$ cat config.mk
export PLATFORM = sky130hd
export DESIGN_NAME = rv_core
export DESIGN_NICKNAME = d
export VERILOG_FILES = /design/src/source/rv_pkg.sv /design/src/source/rv_if.sv /design/src/source/rv_core.sv /design/src/source/rv_control.sv /design/src/source/rv_lsu.sv /design/src/source/rv_alu.sv /design/src/source/rv_regfile.sv /design/src/source/rv_decoder.sv
export SDC_FILE = /design/constraint.sdc
export NUM_CORES = 2
export LEC_CHECK = 0
export ABC_AREA = 1
export BUFFER_PORTS_ARGS = -buffer_cell sky130_fd_sc_hd__buf_2
export CORE_ASPECT_RATIO = 0.9
export CORE_MARGIN = 2
export CORE_UTILIZATION = 43
export CTS_BUF_LIST = sky130_fd_sc_hd__clkbuf_8
export DETAILED_ROUTE_END_ITERATION = 8
export GPL_TIMING_DRIVEN = 1
export SLEW_MARGIN = 20
export SYNTH_ARGS = -nofsm -noshare
export SYNTH_HDL_FRONTEND = slang
export SYNTH_SLANG_ARGS = --single-unit
export TNS_END_PERCENT = 50
$ cat constraint.sdc
create_clock -name clk -period 6.65 [get_ports clk]
set_clock_uncertainty 0.15 [all_clocks]
set_input_delay 0.9975 -clock clk [delete_from_list [all_inputs] [get_ports clk]]
set_output_delay 0.9975 -clock clk [all_outputs]
set_load 0.03 [all_outputs]
$ cat src/source/rv_pkg.sv
`default_nettype none

package rv_pkg;

  localparam int xlen = 32;
  localparam int reg_idx_w = 5;
  localparam int strb_w = 4;
  localparam logic [xlen-1:0] reset_pc = 32'h0000_0000;

  localparam logic [6:0] op_lui    = 7'b0110111;
  localparam logic [6:0] op_auipc  = 7'b0010111;
  localparam logic [6:0] op_jal    = 7'b1101111;
  localparam logic [6:0] op_jalr   = 7'b1100111;
  localparam logic [6:0] op_branch = 7'b1100011;
  localparam logic [6:0] op_load   = 7'b0000011;
  localparam logic [6:0] op_store  = 7'b0100011;
  localparam logic [6:0] op_imm    = 7'b0010011;
  localparam logic [6:0] op_reg    = 7'b0110011;

  localparam logic [2:0] f3_beq  = 3'b000;
  localparam logic [2:0] f3_bne  = 3'b001;
  localparam logic [2:0] f3_blt  = 3'b100;
  localparam logic [2:0] f3_bge  = 3'b101;
  localparam logic [2:0] f3_bltu = 3'b110;
  localparam logic [2:0] f3_bgeu = 3'b111;
  localparam logic [2:0] f3_lb   = 3'b000;
  localparam logic [2:0] f3_lh   = 3'b001;
  localparam logic [2:0] f3_lw   = 3'b010;
  localparam logic [2:0] f3_lbu  = 3'b100;
  localparam logic [2:0] f3_lhu  = 3'b101;
  localparam logic [2:0] f3_sb   = 3'b000;
  localparam logic [2:0] f3_sh   = 3'b001;
  localparam logic [2:0] f3_sw   = 3'b010;
  localparam logic [2:0] f3_add  = 3'b000; // add, sub, addi
  localparam logic [2:0] f3_sll  = 3'b001;
  localparam logic [2:0] f3_slt  = 3'b010;
  localparam logic [2:0] f3_sltu = 3'b011;
  localparam logic [2:0] f3_xor  = 3'b100;
  localparam logic [2:0] f3_srl  = 3'b101; // srl and sra
  localparam logic [2:0] f3_or   = 3'b110;
  localparam logic [2:0] f3_and  = 3'b111;

  localparam logic [6:0] f7_base = 7'b0000000;
  localparam logic [6:0] f7_alt  = 7'b0100000;

  typedef enum logic [5:0] {
    lui, auipc, jal, jalr, beq, bne, blt, bge, bltu, bgeu,
    lb, lh, lw, lbu, lhu, sb, sh, sw,
    addi, slti, sltiu, xori, ori, andi, slli, srli, srai,
    add, sub, sll, slt, sltu, xor_, srl, sra, or_, and_,
    inst_inval
  } inst_op_t;

  typedef enum logic [3:0] {
    alu_add, alu_sub, alu_xor, alu_or, alu_and, alu_sll, alu_srl, alu_sra,
    alu_lts, alu_ltu, alu_eq, alu_ne, alu_ges, alu_geu
  } alu_fn_t;

  typedef enum logic [1:0] {sz_byte, sz_half, sz_word} mem_size_t;

  typedef enum logic [1:0] {mk_fetch, mk_load, mk_store} mem_kind_t;

  typedef enum logic [2:0] {
    st_fetch, st_decode, st_exec, st_mem, st_write, st_halt
  } core_state_t;

endpackage

`default_nettype wire
$ cat src/source/rv_if.sv
`timescale 1ns/1ns
`default_nettype none

interface dec_if;
  import rv_pkg::*;

  inst_op_t op;
  alu_fn_t alu_fn;
  logic use_imm; // second alu operand is imm
  logic [reg_idx_w-1:0] rd;
  logic [reg_idx_w-1:0] rs1;
  logic [reg_idx_w-1:0] rs2;
  logic [xlen-1:0] imm;

  modport producer (output op, alu_fn, use_imm, rd, rs1, rs2, imm);
  modport consumer (input op, alu_fn, use_imm, rd, rs1, rs2, imm);
endinterface

interface mem_if;
  import rv_pkg::*;

  logic req;
  mem_kind_t kind;
  logic [xlen-1:0] addr; // byte address
  mem_size_t size;
  logic is_unsigned;
  logic [xlen-1:0] wdata;
  logic done; // one cycle pulse
  logic [xlen-1:0] rdata;

  modport master (output req, kind, addr, size, is_unsigned, wdata, input done, rdata);
  modport slave (input req, kind, addr, size, is_unsigned, wdata, output done, rdata);
endinterface

`default_nettype wire

$ cat src/source/rv_core.sv
`timescale 1ns/1ns
`default_nettype none

module rv_core (
  input logic clk,
  input logic rstn,
  output logic [rv_pkg::xlen-1:0] araddr,
  output logic arvalid,
  input logic arready,
  input logic [rv_pkg::xlen-1:0] rdata,
  input logic rvalid,
  output logic rready,
  output logic [rv_pkg::xlen-1:0] awaddr,
  output logic awvalid,
  input logic awready,
  output logic [rv_pkg::xlen-1:0] wdata,
  output logic [rv_pkg::strb_w-1:0] wstrb,
  output logic wvalid,
  input logic wready,
  input logic bvalid,
  output logic bready
);
  import rv_pkg::*;

  logic [xlen-1:0] instr;
  logic [xlen-1:0] rs1_data;
  logic [xlen-1:0] rs2_data;
  logic [xlen-1:0] alu_result;
  logic rf_we;
  logic [xlen-1:0] rf_wdata;

  dec_if dec_bus ();
  mem_if mem_bus ();

  rv_decoder u_decoder (.clk(clk), .rstn(rstn), .instr(instr), .dec(dec_bus.producer));

  rv_regfile u_regfile (
    .clk(clk), .rstn(rstn), .we(rf_we), .rd(dec_bus.rd), .wdata(rf_wdata),
    .rs1(dec_bus.rs1), .rs2(dec_bus.rs2), .rs1_data(rs1_data), .rs2_data(rs2_data)
  );

  rv_alu u_alu (
    .clk(clk), .rstn(rstn), .dec(dec_bus.consumer),
    .rs1_data(rs1_data), .rs2_data(rs2_data), .result(alu_result)
  );

  rv_control u_control (
    .clk(clk), .rstn(rstn), .dec(dec_bus.consumer), .instr(instr),
    .alu_result(alu_result), .rs1_data(rs1_data), .rs2_data(rs2_data),
    .rf_we(rf_we), .rf_wdata(rf_wdata), .mem(mem_bus.master)
  );

  rv_lsu u_lsu (
    .clk(clk), .rstn(rstn), .mem(mem_bus.slave),
    .araddr(araddr), .arvalid(arvalid), .arready(arready),
    .rdata(rdata), .rvalid(rvalid), .rready(rready),
    .awaddr(awaddr), .awvalid(awvalid), .awready(awready),
    .wdata(wdata), .wstrb(wstrb), .wvalid(wvalid), .wready(wready),
    .bvalid(bvalid), .bready(bready)
  );

endmodule

`default_nettype wire

$ cat src/source/rv_control.sv
`timescale 1ns/1ns
`default_nettype none

module rv_control (
  input logic clk,
  input logic rstn,
  dec_if.consumer dec,
  output logic [rv_pkg::xlen-1:0] instr,
  input logic [rv_pkg::xlen-1:0] alu_result,
  input logic [rv_pkg::xlen-1:0] rs1_data,
  input logic [rv_pkg::xlen-1:0] rs2_data,
  output logic rf_we,
  output logic [rv_pkg::xlen-1:0] rf_wdata,
  mem_if.master mem
);
  import rv_pkg::*;

  core_state_t state;
  logic [xlen-1:0] pc;
  logic [xlen-1:0] load_val;
  logic [xlen-1:0] ls_addr;
  logic [xlen-1:0] next_pc;
  logic is_load;
  logic is_store;

  assign is_load = dec.op inside {lb, lh, lw, lbu, lhu};
  assign is_store = dec.op inside {sb, sh, sw};
  assign ls_addr = rs1_data + dec.imm; // also the jalr target

  assign mem.req = (state == st_fetch) || (state == st_mem && (is_load || is_store));
  assign mem.kind = (state == st_fetch) ? mk_fetch : (is_store ? mk_store : mk_load);
  assign mem.addr = (state == st_fetch) ? pc : ls_addr;
  assign mem.is_unsigned = dec.op inside {lbu, lhu};
  assign mem.wdata = rs2_data;

  always_comb begin
    case (dec.op)
      lb, lbu, sb: mem.size = sz_byte;
      lh, lhu, sh: mem.size = sz_half;
      default: mem.size = sz_word;
    endcase
  end

  always_comb begin
    case (dec.op)
      lui: rf_wdata = dec.imm;
      auipc: rf_wdata = pc + dec.imm;
      jal, jalr: rf_wdata = pc + 32'd4; // link
      lb, lh, lw, lbu, lhu: rf_wdata = load_val;
      default: rf_wdata = alu_result;
    endcase
  end

  always_comb begin
    case (dec.op)
      jal: next_pc = pc + dec.imm;
      jalr: next_pc = {ls_addr[xlen-1:1], 1'b0};
      beq, bne, blt, bge, bltu, bgeu:
        next_pc = (alu_result != '0) ? pc + dec.imm : pc + 32'd4;
      default: next_pc = pc + 32'd4;
    endcase
  end

  assign rf_we = (state == st_write) && (dec.rd != '0);

  always_ff @(posedge clk) begin
    if (!rstn) begin
      state <= st_fetch;
      pc <= reset_pc;
      instr <= '0;
    end else begin
      case (state)
        st_fetch: begin
          if (mem.done) begin
            instr <= mem.rdata;
            state <= st_decode;
          end
        end
        st_decode: state <= st_exec;
        st_exec: state <= (dec.op == inst_inval) ? st_halt : st_mem;
        st_mem: if (!(is_load || is_store) || mem.done) state <= st_write;
        st_write: begin
          pc <= next_pc;
          state <= st_fetch;
        end
        default: state <= st_halt; // stays here for good
      endcase
    end
  end

  always_ff @(posedge clk) begin
    if (state == st_mem && mem.done) load_val <= mem.rdata;
  end

  a_req_held: assert property (@(posedge clk) disable iff (!rstn)
    mem.req && !mem.done |=> mem.req && $stable(mem.addr));

endmodule

`default_nettype wire

$ cat src/source/rv_lsu.sv
`timescale 1ns/1ns
`default_nettype none

module rv_lsu (
  input logic clk,
  input logic rstn,
  mem_if.slave mem,
  output logic [rv_pkg::xlen-1:0] araddr,
  output logic arvalid,
  input logic arready,
  input logic [rv_pkg::xlen-1:0] rdata,
  input logic rvalid,
  output logic rready,
  output logic [rv_pkg::xlen-1:0] awaddr,
  output logic awvalid,
  input logic awready,
  output logic [rv_pkg::xlen-1:0] wdata,
  output logic [rv_pkg::strb_w-1:0] wstrb,
  output logic wvalid,
  input logic wready,
  input logic bvalid,
  output logic bready
);
  import rv_pkg::*;

  typedef enum logic [2:0] {ls_idle, ls_ar, ls_r, ls_w, ls_b} ls_state_t;

  ls_state_t st;
  logic [xlen-1:0] word_addr;
  logic [xlen-1:0] st_data;
  logic [strb_w-1:0] st_strb;
  logic [xlen-1:0] ld_data;
  logic [7:0] ld_byte;
  logic [15:0] ld_half;

  assign word_addr = {mem.addr[xlen-1:2], 2'b00};

  // big endian lanes with offset 0 in the top byte
  always_comb begin
    case (mem.size)
      sz_byte: begin
        st_data = {24'b0, mem.wdata[7:0]} << {~mem.addr[1:0], 3'b000};
        st_strb = 4'b0001 << ~mem.addr[1:0];
      end
      sz_half: begin
        st_data = {16'b0, mem.wdata[15:0]} << {~mem.addr[1], 4'b0000};
        st_strb = 4'b0011 << {~mem.addr[1], 1'b0};
      end
      default: begin
        st_data = mem.wdata;
        st_strb = '1;
      end
    endcase
  end

  assign ld_byte = 8'(rdata >> {~mem.addr[1:0], 3'b000});
  assign ld_half = 16'(rdata >> {~mem.addr[1], 4'b0000});

  always_comb begin
    if (mem.kind == mk_fetch) ld_data = rdata; // raw instruction
    else if (mem.size == sz_byte) ld_data = {{24{ld_byte[7] & ~mem.is_unsigned}}, ld_byte};
    else if (mem.size == sz_half) ld_data = {{16{ld_half[15] & ~mem.is_unsigned}}, ld_half};
    else ld_data = rdata;
  end

  always_ff @(posedge clk) begin
    if (!rstn) begin
      st <= ls_idle;
      arvalid <= 1'b0;
      rready <= 1'b0;
      awvalid <= 1'b0;
      wvalid <= 1'b0;
      bready <= 1'b0;
      mem.done <= 1'b0;
    end else begin
      mem.done <= 1'b0;
      case (st)
        ls_idle: begin
          if (mem.req && !mem.done) begin // req still high in the done cycle
            if (mem.kind == mk_store) begin
              awvalid <= 1'b1;
              wvalid <= 1'b1;
              st <= ls_w;
            end else begin
              arvalid <= 1'b1;
              st <= ls_ar;
            end
          end
        end
        ls_ar: begin
          if (arready) begin
            arvalid <= 1'b0;
            rready <= 1'b1;
            st <= ls_r;
          end
        end
        ls_r: begin
          if (rvalid) begin
            rready <= 1'b0;
            mem.done <= 1'b1;
            st <= ls_idle;
          end
        end
        ls_w: begin
          if (awready) awvalid <= 1'b0;
          if (wready) wvalid <= 1'b0;
          if ((awready || !awvalid) && (wready || !wvalid)) begin
            bready <= 1'b1;
            st <= ls_b;
          end
        end
        ls_b: begin
          if (bvalid) begin
            bready <= 1'b0;
            mem.done <= 1'b1;
            st <= ls_idle;
          end
        end
        default: st <= ls_idle;
      endcase
    end
  end

  always_ff @(posedge clk) begin
    if (st == ls_idle && mem.req) begin
      araddr <= word_addr;
      awaddr <= word_addr;
      wdata <= st_data;
      wstrb <= st_strb;
    end
    if (st == ls_r && rvalid) mem.rdata <= ld_data;
  end

  a_ar_hold: assert property (@(posedge clk) disable iff (!rstn)
    arvalid && !arready |=> arvalid);
  a_no_write_in_read: assert property (@(posedge clk) disable iff (!rstn)
    (arvalid || rready) |-> !(awvalid || wvalid));

endmodule

`default_nettype wire

$ cat src/source/rv_alu.sv
`timescale 1ns/1ns
`default_nettype none

module rv_alu (
  input logic clk,
  input logic rstn,
  dec_if.consumer dec,
  input logic [rv_pkg::xlen-1:0] rs1_data,
  input logic [rv_pkg::xlen-1:0] rs2_data,
  output logic [rv_pkg::xlen-1:0] result
);
  import rv_pkg::*;

  logic [xlen-1:0] a;
  logic [xlen-1:0] b;
  logic [$clog2(xlen)-1:0] shamt;

  assign a = rs1_data;
  assign b = dec.use_imm ? dec.imm : rs2_data;
  assign shamt = b[$clog2(xlen)-1:0];

  always_ff @(posedge clk) begin
    if (!rstn) begin
      result <= '0;
    end else begin
      case (dec.alu_fn)
        alu_add: result <= a + b;
        alu_sub: result <= a - b;
        alu_xor: result <= a ^ b;
        alu_or: result <= a | b;
        alu_and: result <= a & b;
        alu_sll: result <= a << shamt;
        alu_srl: result <= a >> shamt;
        alu_sra: result <= $signed(a) >>> shamt;
        alu_lts: result <= xlen'($signed(a) < $signed(b));
        alu_ltu: result <= xlen'(a < b);
        alu_eq: result <= xlen'(a == b); // branch taken flags
        alu_ne: result <= xlen'(a != b);
        alu_ges: result <= xlen'($signed(a) >= $signed(b));
        alu_geu: result <= xlen'(a >= b);
        default: result <= '0;
      endcase
    end
  end

endmodule

`default_nettype wire

$ cat src/source/rv_regfile.sv
`timescale 1ns/1ns
`default_nettype none

module rv_regfile (
  input logic clk,
  input logic rstn,
  input logic we,
  input logic [rv_pkg::reg_idx_w-1:0] rd,
  input logic [rv_pkg::xlen-1:0] wdata,
  input logic [rv_pkg::reg_idx_w-1:0] rs1,
  input logic [rv_pkg::reg_idx_w-1:0] rs2,
  output logic [rv_pkg::xlen-1:0] rs1_data,
  output logic [rv_pkg::xlen-1:0] rs2_data
);
  import rv_pkg::*;

  logic [xlen-1:0] regs [1:(1 << reg_idx_w)-1]; // x0 not stored

  always_ff @(posedge clk) begin
    if (!rstn) begin
      for (int i = 1; i < (1 << reg_idx_w); i++) regs[i] <= '0;
    end else if (we && rd != '0) begin
      regs[rd] <= wdata;
    end
  end

  assign rs1_data = (rs1 == '0) ? '0 : regs[rs1];
  assign rs2_data = (rs2 == '0) ? '0 : regs[rs2];

endmodule

`default_nettype wire

$ cat src/source/rv_decoder.sv
`timescale 1ns/1ns
`default_nettype none

module rv_decoder (
  input logic clk,
  input logic rstn,
  input logic [rv_pkg::xlen-1:0] instr,
  dec_if.producer dec
);
  import rv_pkg::*;

  logic [6:0] opcode;
  logic [2:0] funct3;
  logic [6:0] funct7;
  logic r_t, i_t, s_t, b_t, u_t, j_t;
  inst_op_t op_n;
  alu_fn_t fn_n;
  logic [xlen-1:0] imm_n;

  assign opcode = instr[6:0];
  assign funct3 = instr[14:12];
  assign funct7 = instr[31:25];

  assign r_t = opcode == op_reg;
  assign i_t = opcode == op_imm || opcode == op_load || opcode == op_jalr;
  assign s_t = opcode == op_store;
  assign b_t = opcode == op_branch;
  assign u_t = opcode == op_lui || opcode == op_auipc;
  assign j_t = opcode == op_jal;

  always_comb begin
    op_n = inst_inval;
    fn_n = alu_add;
    case (opcode)
      op_lui: op_n = lui;
      op_auipc: op_n = auipc;
      op_jal: op_n = jal;
      op_jalr: if (funct3 == 3'b000) op_n = jalr;
      op_branch: begin
        case (funct3)
          f3_beq: begin op_n = beq; fn_n = alu_eq; end
          f3_bne: begin op_n = bne; fn_n = alu_ne; end
          f3_blt: begin op_n = blt; fn_n = alu_lts; end
          f3_bge: begin op_n = bge; fn_n = alu_ges; end
          f3_bltu: begin op_n = bltu; fn_n = alu_ltu; end
          f3_bgeu: begin op_n = bgeu; fn_n = alu_geu; end
          default: op_n = inst_inval;
        endcase
      end
      op_load: begin
        case (funct3)
          f3_lb: op_n = lb;
          f3_lh: op_n = lh;
          f3_lw: op_n = lw;
          f3_lbu: op_n = lbu;
          f3_lhu: op_n = lhu;
          default: op_n = inst_inval;
        endcase
      end
      op_store: begin
        case (funct3)
          f3_sb: op_n = sb;
          f3_sh: op_n = sh;
          f3_sw: op_n = sw;
          default: op_n = inst_inval;
        endcase
      end
      op_imm: begin
        case (funct3)
          f3_add: begin op_n = addi; fn_n = alu_add; end
          f3_slt: begin op_n = slti; fn_n = alu_lts; end
          f3_sltu: begin op_n = sltiu; fn_n = alu_ltu; end
          f3_xor: begin op_n = xori; fn_n = alu_xor; end
          f3_or: begin op_n = ori; fn_n = alu_or; end
          f3_and: begin op_n = andi; fn_n = alu_and; end
          f3_sll: if (funct7 == f7_base) begin op_n = slli; fn_n = alu_sll; end
          default: begin // f3_srl
            if (funct7 == f7_base) begin op_n = srli; fn_n = alu_srl; end
            if (funct7 == f7_alt) begin op_n = srai; fn_n = alu_sra; end
          end
        endcase
      end
      op_reg: begin
        case ({funct7, funct3})
          {f7_base, f3_add}: begin op_n = add; fn_n = alu_add; end
          {f7_alt, f3_add}: begin op_n = sub; fn_n = alu_sub; end
          {f7_base, f3_sll}: begin op_n = sll; fn_n = alu_sll; end
          {f7_base, f3_slt}: begin op_n = slt; fn_n = alu_lts; end
          {f7_base, f3_sltu}: begin op_n = sltu; fn_n = alu_ltu; end
          {f7_base, f3_xor}: begin op_n = xor_; fn_n = alu_xor; end
          {f7_base, f3_srl}: begin op_n = srl; fn_n = alu_srl; end
          {f7_alt, f3_srl}: begin op_n = sra; fn_n = alu_sra; end
          {f7_base, f3_or}: begin op_n = or_; fn_n = alu_or; end
          {f7_base, f3_and}: begin op_n = and_; fn_n = alu_and; end
          default: op_n = inst_inval;
        endcase
      end
      default: op_n = inst_inval;
    endcase
  end

  always_comb begin
    if (i_t) imm_n = {{21{instr[31]}}, instr[30:20]};
    else if (s_t) imm_n = {{21{instr[31]}}, instr[30:25], instr[11:7]};
    else if (b_t) imm_n = {{20{instr[31]}}, instr[7], instr[30:25], instr[11:8], 1'b0};
    else if (u_t) imm_n = {instr[31:12], 12'd0};
    else if (j_t) imm_n = {{12{instr[31]}}, instr[19:12], instr[20], instr[30:21], 1'b0};
    else imm_n = '0;
  end

  always_ff @(posedge clk) begin
    if (!rstn) begin
      dec.op <= inst_inval;
      dec.alu_fn <= alu_add;
      dec.use_imm <= 1'b0;
    end else begin
      dec.op <= op_n;
      dec.alu_fn <= fn_n;
      dec.use_imm <= !(r_t || b_t);
    end
  end

  always_ff @(posedge clk) begin
    dec.rd <= (r_t || i_t || u_t || j_t) ? instr[11:7] : '0;
    dec.rs1 <= (r_t || i_t || s_t || b_t) ? instr[19:15] : '0;
    dec.rs2 <= (r_t || s_t || b_t) ? instr[24:20] : '0;
    dec.imm <= imm_n;
  end

  a_instr_known: assert property (@(posedge clk) disable iff (!rstn) !$isunknown(instr));

endmodule

`default_nettype wire

==> summary.txt <==
Worst setup path
  • Slowest CP cell: nand4_1
  • Worst-path maximum fanout: 71
  • Worst stage delay on the critical path: 0.53 ns
  • R2R setup slack: 0.06 ns
  • R2R depth: 28
  • Required time of the worst setup path: 7.31 ns
  • Startpoint types: register
  • Crit end category: register
  • Critical path arrival: 7.25 ns
  • Most common cell on crit path: o21ai_0
  • Worst Setup Path Type: reg -> reg

Place
  • Inst Count DP: 13030
  • RePlAce Congestion: 1.039
  • HPWL Detailed: 275100 µm
  • Buffers on Ports: 139
  • Post-DP Area: 0.08693 mm²

Routing
  • Vias: 82520
  • Uppermost layer routed: met5
  • DR DRC count: 0
  • Met1 wire length: 160300 µm
  • Met3 wire length: 50500 µm
  • Drt total wl: 394400 µm
  • Pre-antenna DRT Iters: 7
  • Antenna-violating nets left: 0
  • Routed len/inst: 29.29 µm
  • Via density: 6.129
  • Met2 wire length: 161400 µm
  • Initial drt markers: 13030

Synthesis
  • Synth cell types: 67
  • Yosys warns: 0
  • Avg Cell Area, Syn: 7.716 µm²
  • Area contributors post-synth: edfxtp_1 42%, nand2_1 8.5%, nor2_1 7.0%, o21ai_0 6.8%, nand3_1 5.5%
  • Most common flop cell mapped by yosys: edfxtp_1
  • Share of the synthesized area in the top cell type: 42.06%
  • Register area share after synthesis: 46.10%
  • Synthesized instance count: 10680
  • Post-synth top area cell: edfxtp_1
  • Register bit total from synthesis: 1320
  • Post-synthesis cell area: 0.08238 mm²
  • FFs w/ async S/R, synth: 0%
  • Number of flops mapped to enable cells by yosys: 1154

Layout
  • Nets: 10930
  • Area occupied by multi-input gates: 0.03696 mm²
  • Largest reg by FF count: u_regfile.regs
  • FF/Latch Area: 0.03801 mm²
  • Final Cell Area: 0.09135 mm²
  • Post-route insts no fill: 13470
  • Number of fill cells: 18890
  • Area delta synth->final: 10.89%
  • Layout cells sized above 1: 9.541%
  • Largest register FFs: 1024

Clock tree
  • Reg clk slew, reported paths: 0.06 ns
  • CTS buffer count: 227
  • Clk buf depth: 3
  • TritonCTS Sinks: 1320
  • Clk_lat worst skew: 1.02 ns
  • CTS tree: done
  • CTS Root Buffer Type: clkbuf_8
  • Depth of the CTS H-tree: 4

Floorplanning
  • Placeable Area: 0.1906 mm²
  • Area of the die: 0.1951 mm²
  • Vert. Die Dim: 419.2 µm
  • Starting Density: 43.23%
  • Die X: 465.4 µm
  • Row cnt: 152
  • IO Count: 144

Power
  • Sw Ratio: 30.43%
  • Sequential power share: 49.9%
  • Leak: 35.81 nW
  • Comb pwr share: 13.1%
  • Clock share of power: 37.0%
  • Worst vdd rail ir drop: 0.2311 mV
  • Int Pwr: 13.81 mW
  • Pwr Density: 217.3 mW/mm²
  • Psw: 6.040 mW

STA
  • Hold Worst Slack: 0.1824 ns
  • Part of the cycle the worst path needs: 99.09%
  • Setup Viol. Count Final: 0
  • Fin. max-slew vios: 0
  • Final Critical Period: 6.589 ns
  • Fmax: 151.8 MHz
  • Fin. Hold Viols: 0
  • RSZ-0062 raised after global routing: false
  • Slew HR: 11.70%
  • Actual slew at the worst max-slew pin: 1.311 ns
  • Total negative slack: 0 ns

Global route
  • GRT overflow: 0
  • Via count of the first global-routing pass: 75570
  • Initial antenna violation count: 26
  • Largest net degree at the start of global routing: 139
  • All-layer global routing usage: 39.21%
  • First-pass GRT wire length: 552100 µm

Job
  • Max_cap viols: 0

Min path
  • Worst hold path type: in -> reg
  • Worst Hold Depth: 4

Outcome
  • Status: finished clean
==> logic make-up after synthesis <==
family | Yosys count | share of synthesized area [%]
adder cells (fa/ha/maj) | 165 | 2.542
multiplexers | 3 | 0.03645
AO/OA/AOI/OAI | 2636 | 18.09
XOR/XNOR | 75 | 0.7974
AND/OR/NAND/NOR | 4552 | 22.86
buffers and inverters | 1925 | 9.567
flip-flops | 1320 | 46.10
other | 1 | 0.004552
==> routing by layer <==
| metal | GRT usage, % | up-vias |
|---|---|---|
| met5 | 0 | - |
| met4 | 19.05 | 8 |
| met3 | 10.87 | 906 |
| met2 | 55.65 | 5620 |
| met1 | 54.68 | 39670 |
| li1 | - | 36320 |
==> layout by cell type, fill, tap and decap left out, drive strengths merged, types with 5 or more instances in the layout <==
master,n
clkinv,81
clkbuf,244
o31ai,8
or2,27
nand4,59
buf,588
nor2,1554
xor2,56
a221oi,31
nand3,912
o21a,19
conb,36
o211ai,328
nand2,1890
xnor2,19
inv,1198
o22ai,70
bufinv,7
a21oi,811
o21bai,18
diode,13
nor3,63
nand3b,9
edfxtp,1154
ha,161
a211oi,18
a2111oi,8
o221ai,13
a21boi,6
dfxtp,166
o2111ai,62
nor4,28
a21o,14
and3,7
clkinvlp,5
a31oi,22
a22oi,17
o21ai,1175
==> power by group through the flow <==
stage,Combinational [mW],Sequential (mW),Clock [mW]
CTS,2.57,9.90,7.38
floorplan,1.34,10.4,0
finish,2.61,9.90,7.34
global route,2.77,9.94,7.71
global placement,2.56,10.0,0
detailed placement,2.56,10.1,0
==> repair_timing <==
action                                  in CTS  in global routing
setup buffers                                0                  4
endpoints found under the setup margin       4                 10
hold buffers                                 1                  0
resized for setup                            1                  8
pin swaps                                    0                  1
endpoints found under the hold margin        1                  0
==> per-stage QoR <==
step	utilization, %	setup WS (ns)	power [mW]
2_1_floorplan	-	1.986	11.71
3_3_place_gp	45.62	-0.1591	12.61
3_5_place_dp	45.62	-0.1371	12.62
4_1_cts	47.88	0.07213	19.85
5_1_grt	47.93	0.04363	20.43
6_report	47.94	0.06060	19.85
==> final cells by class <==
type	instances	area share, %
antenna	13	0.03561
inverter	1121	4.625
clock buffer	244	3.676
multi-input combinational	7467	40.46
timing repair buffer	589	5.076
tap	2541	3.480
clock inverter	170	1.041
sequential	1320	41.61
==> path summary, 6_finish.rpt <==
path / start / endpoint
hold reg to reg: u_lsu.mem.rdata[29] / u_control.load_val[29]
hold / removal: bvalid / u_lsu.st[2]
setup reg to reg: u_decoder.dec.rs2[0] / u_alu.result[25]
setup / recovery: u_decoder.dec.rs2[0] / u_alu.result[25]
==> worst max-delay path: cells and delay by family, from the launching register on <==
family | cells | cell delay (ns)
buffers and inverters | 6 | 1.18
AOI/OAI and AO/OA | 10 | 2.10
adders and majority gates | 1 | 0.35
and+or+nand+nor | 11 | 2.01
DFF | 1 | 0.51
==> cells in the mapped netlist, types with 6 or more instances <==
cell type / count
buf_2: 233
o21ai_0: 1122
ha_1: 161
o21ai_1: 49
edfxtp_1: 1154
nand3_2: 6
clkbuf_1: 434
a211oi_1: 18
a21oi_1: 811
buf_1: 54
buf_6: 14
nand4_1: 58
nand3_1: 904
or2_2: 26
o21bai_1: 18
o22ai_1: 70
o211ai_1: 328
and3_1: 7
o31ai_1: 8
nor2_1: 1544
inv_2: 26
nand2_1: 1874
xor2_1: 56
o221ai_1: 13
nor2_2: 7
dfxtp_1: 166
clkinv_1: 7
a2111oi_0: 8
a21o_1: 14
a22oi_1: 17
nand2_2: 12
o21a_1: 19
a221oi_1: 31
a31oi_1: 22
xnor2_1: 19
o2111ai_1: 62
inv_1: 1088
buf_4: 69
nor4_1: 27
nor3_1: 62
nand3b_1: 9
(Power assumes the default switching activity.)
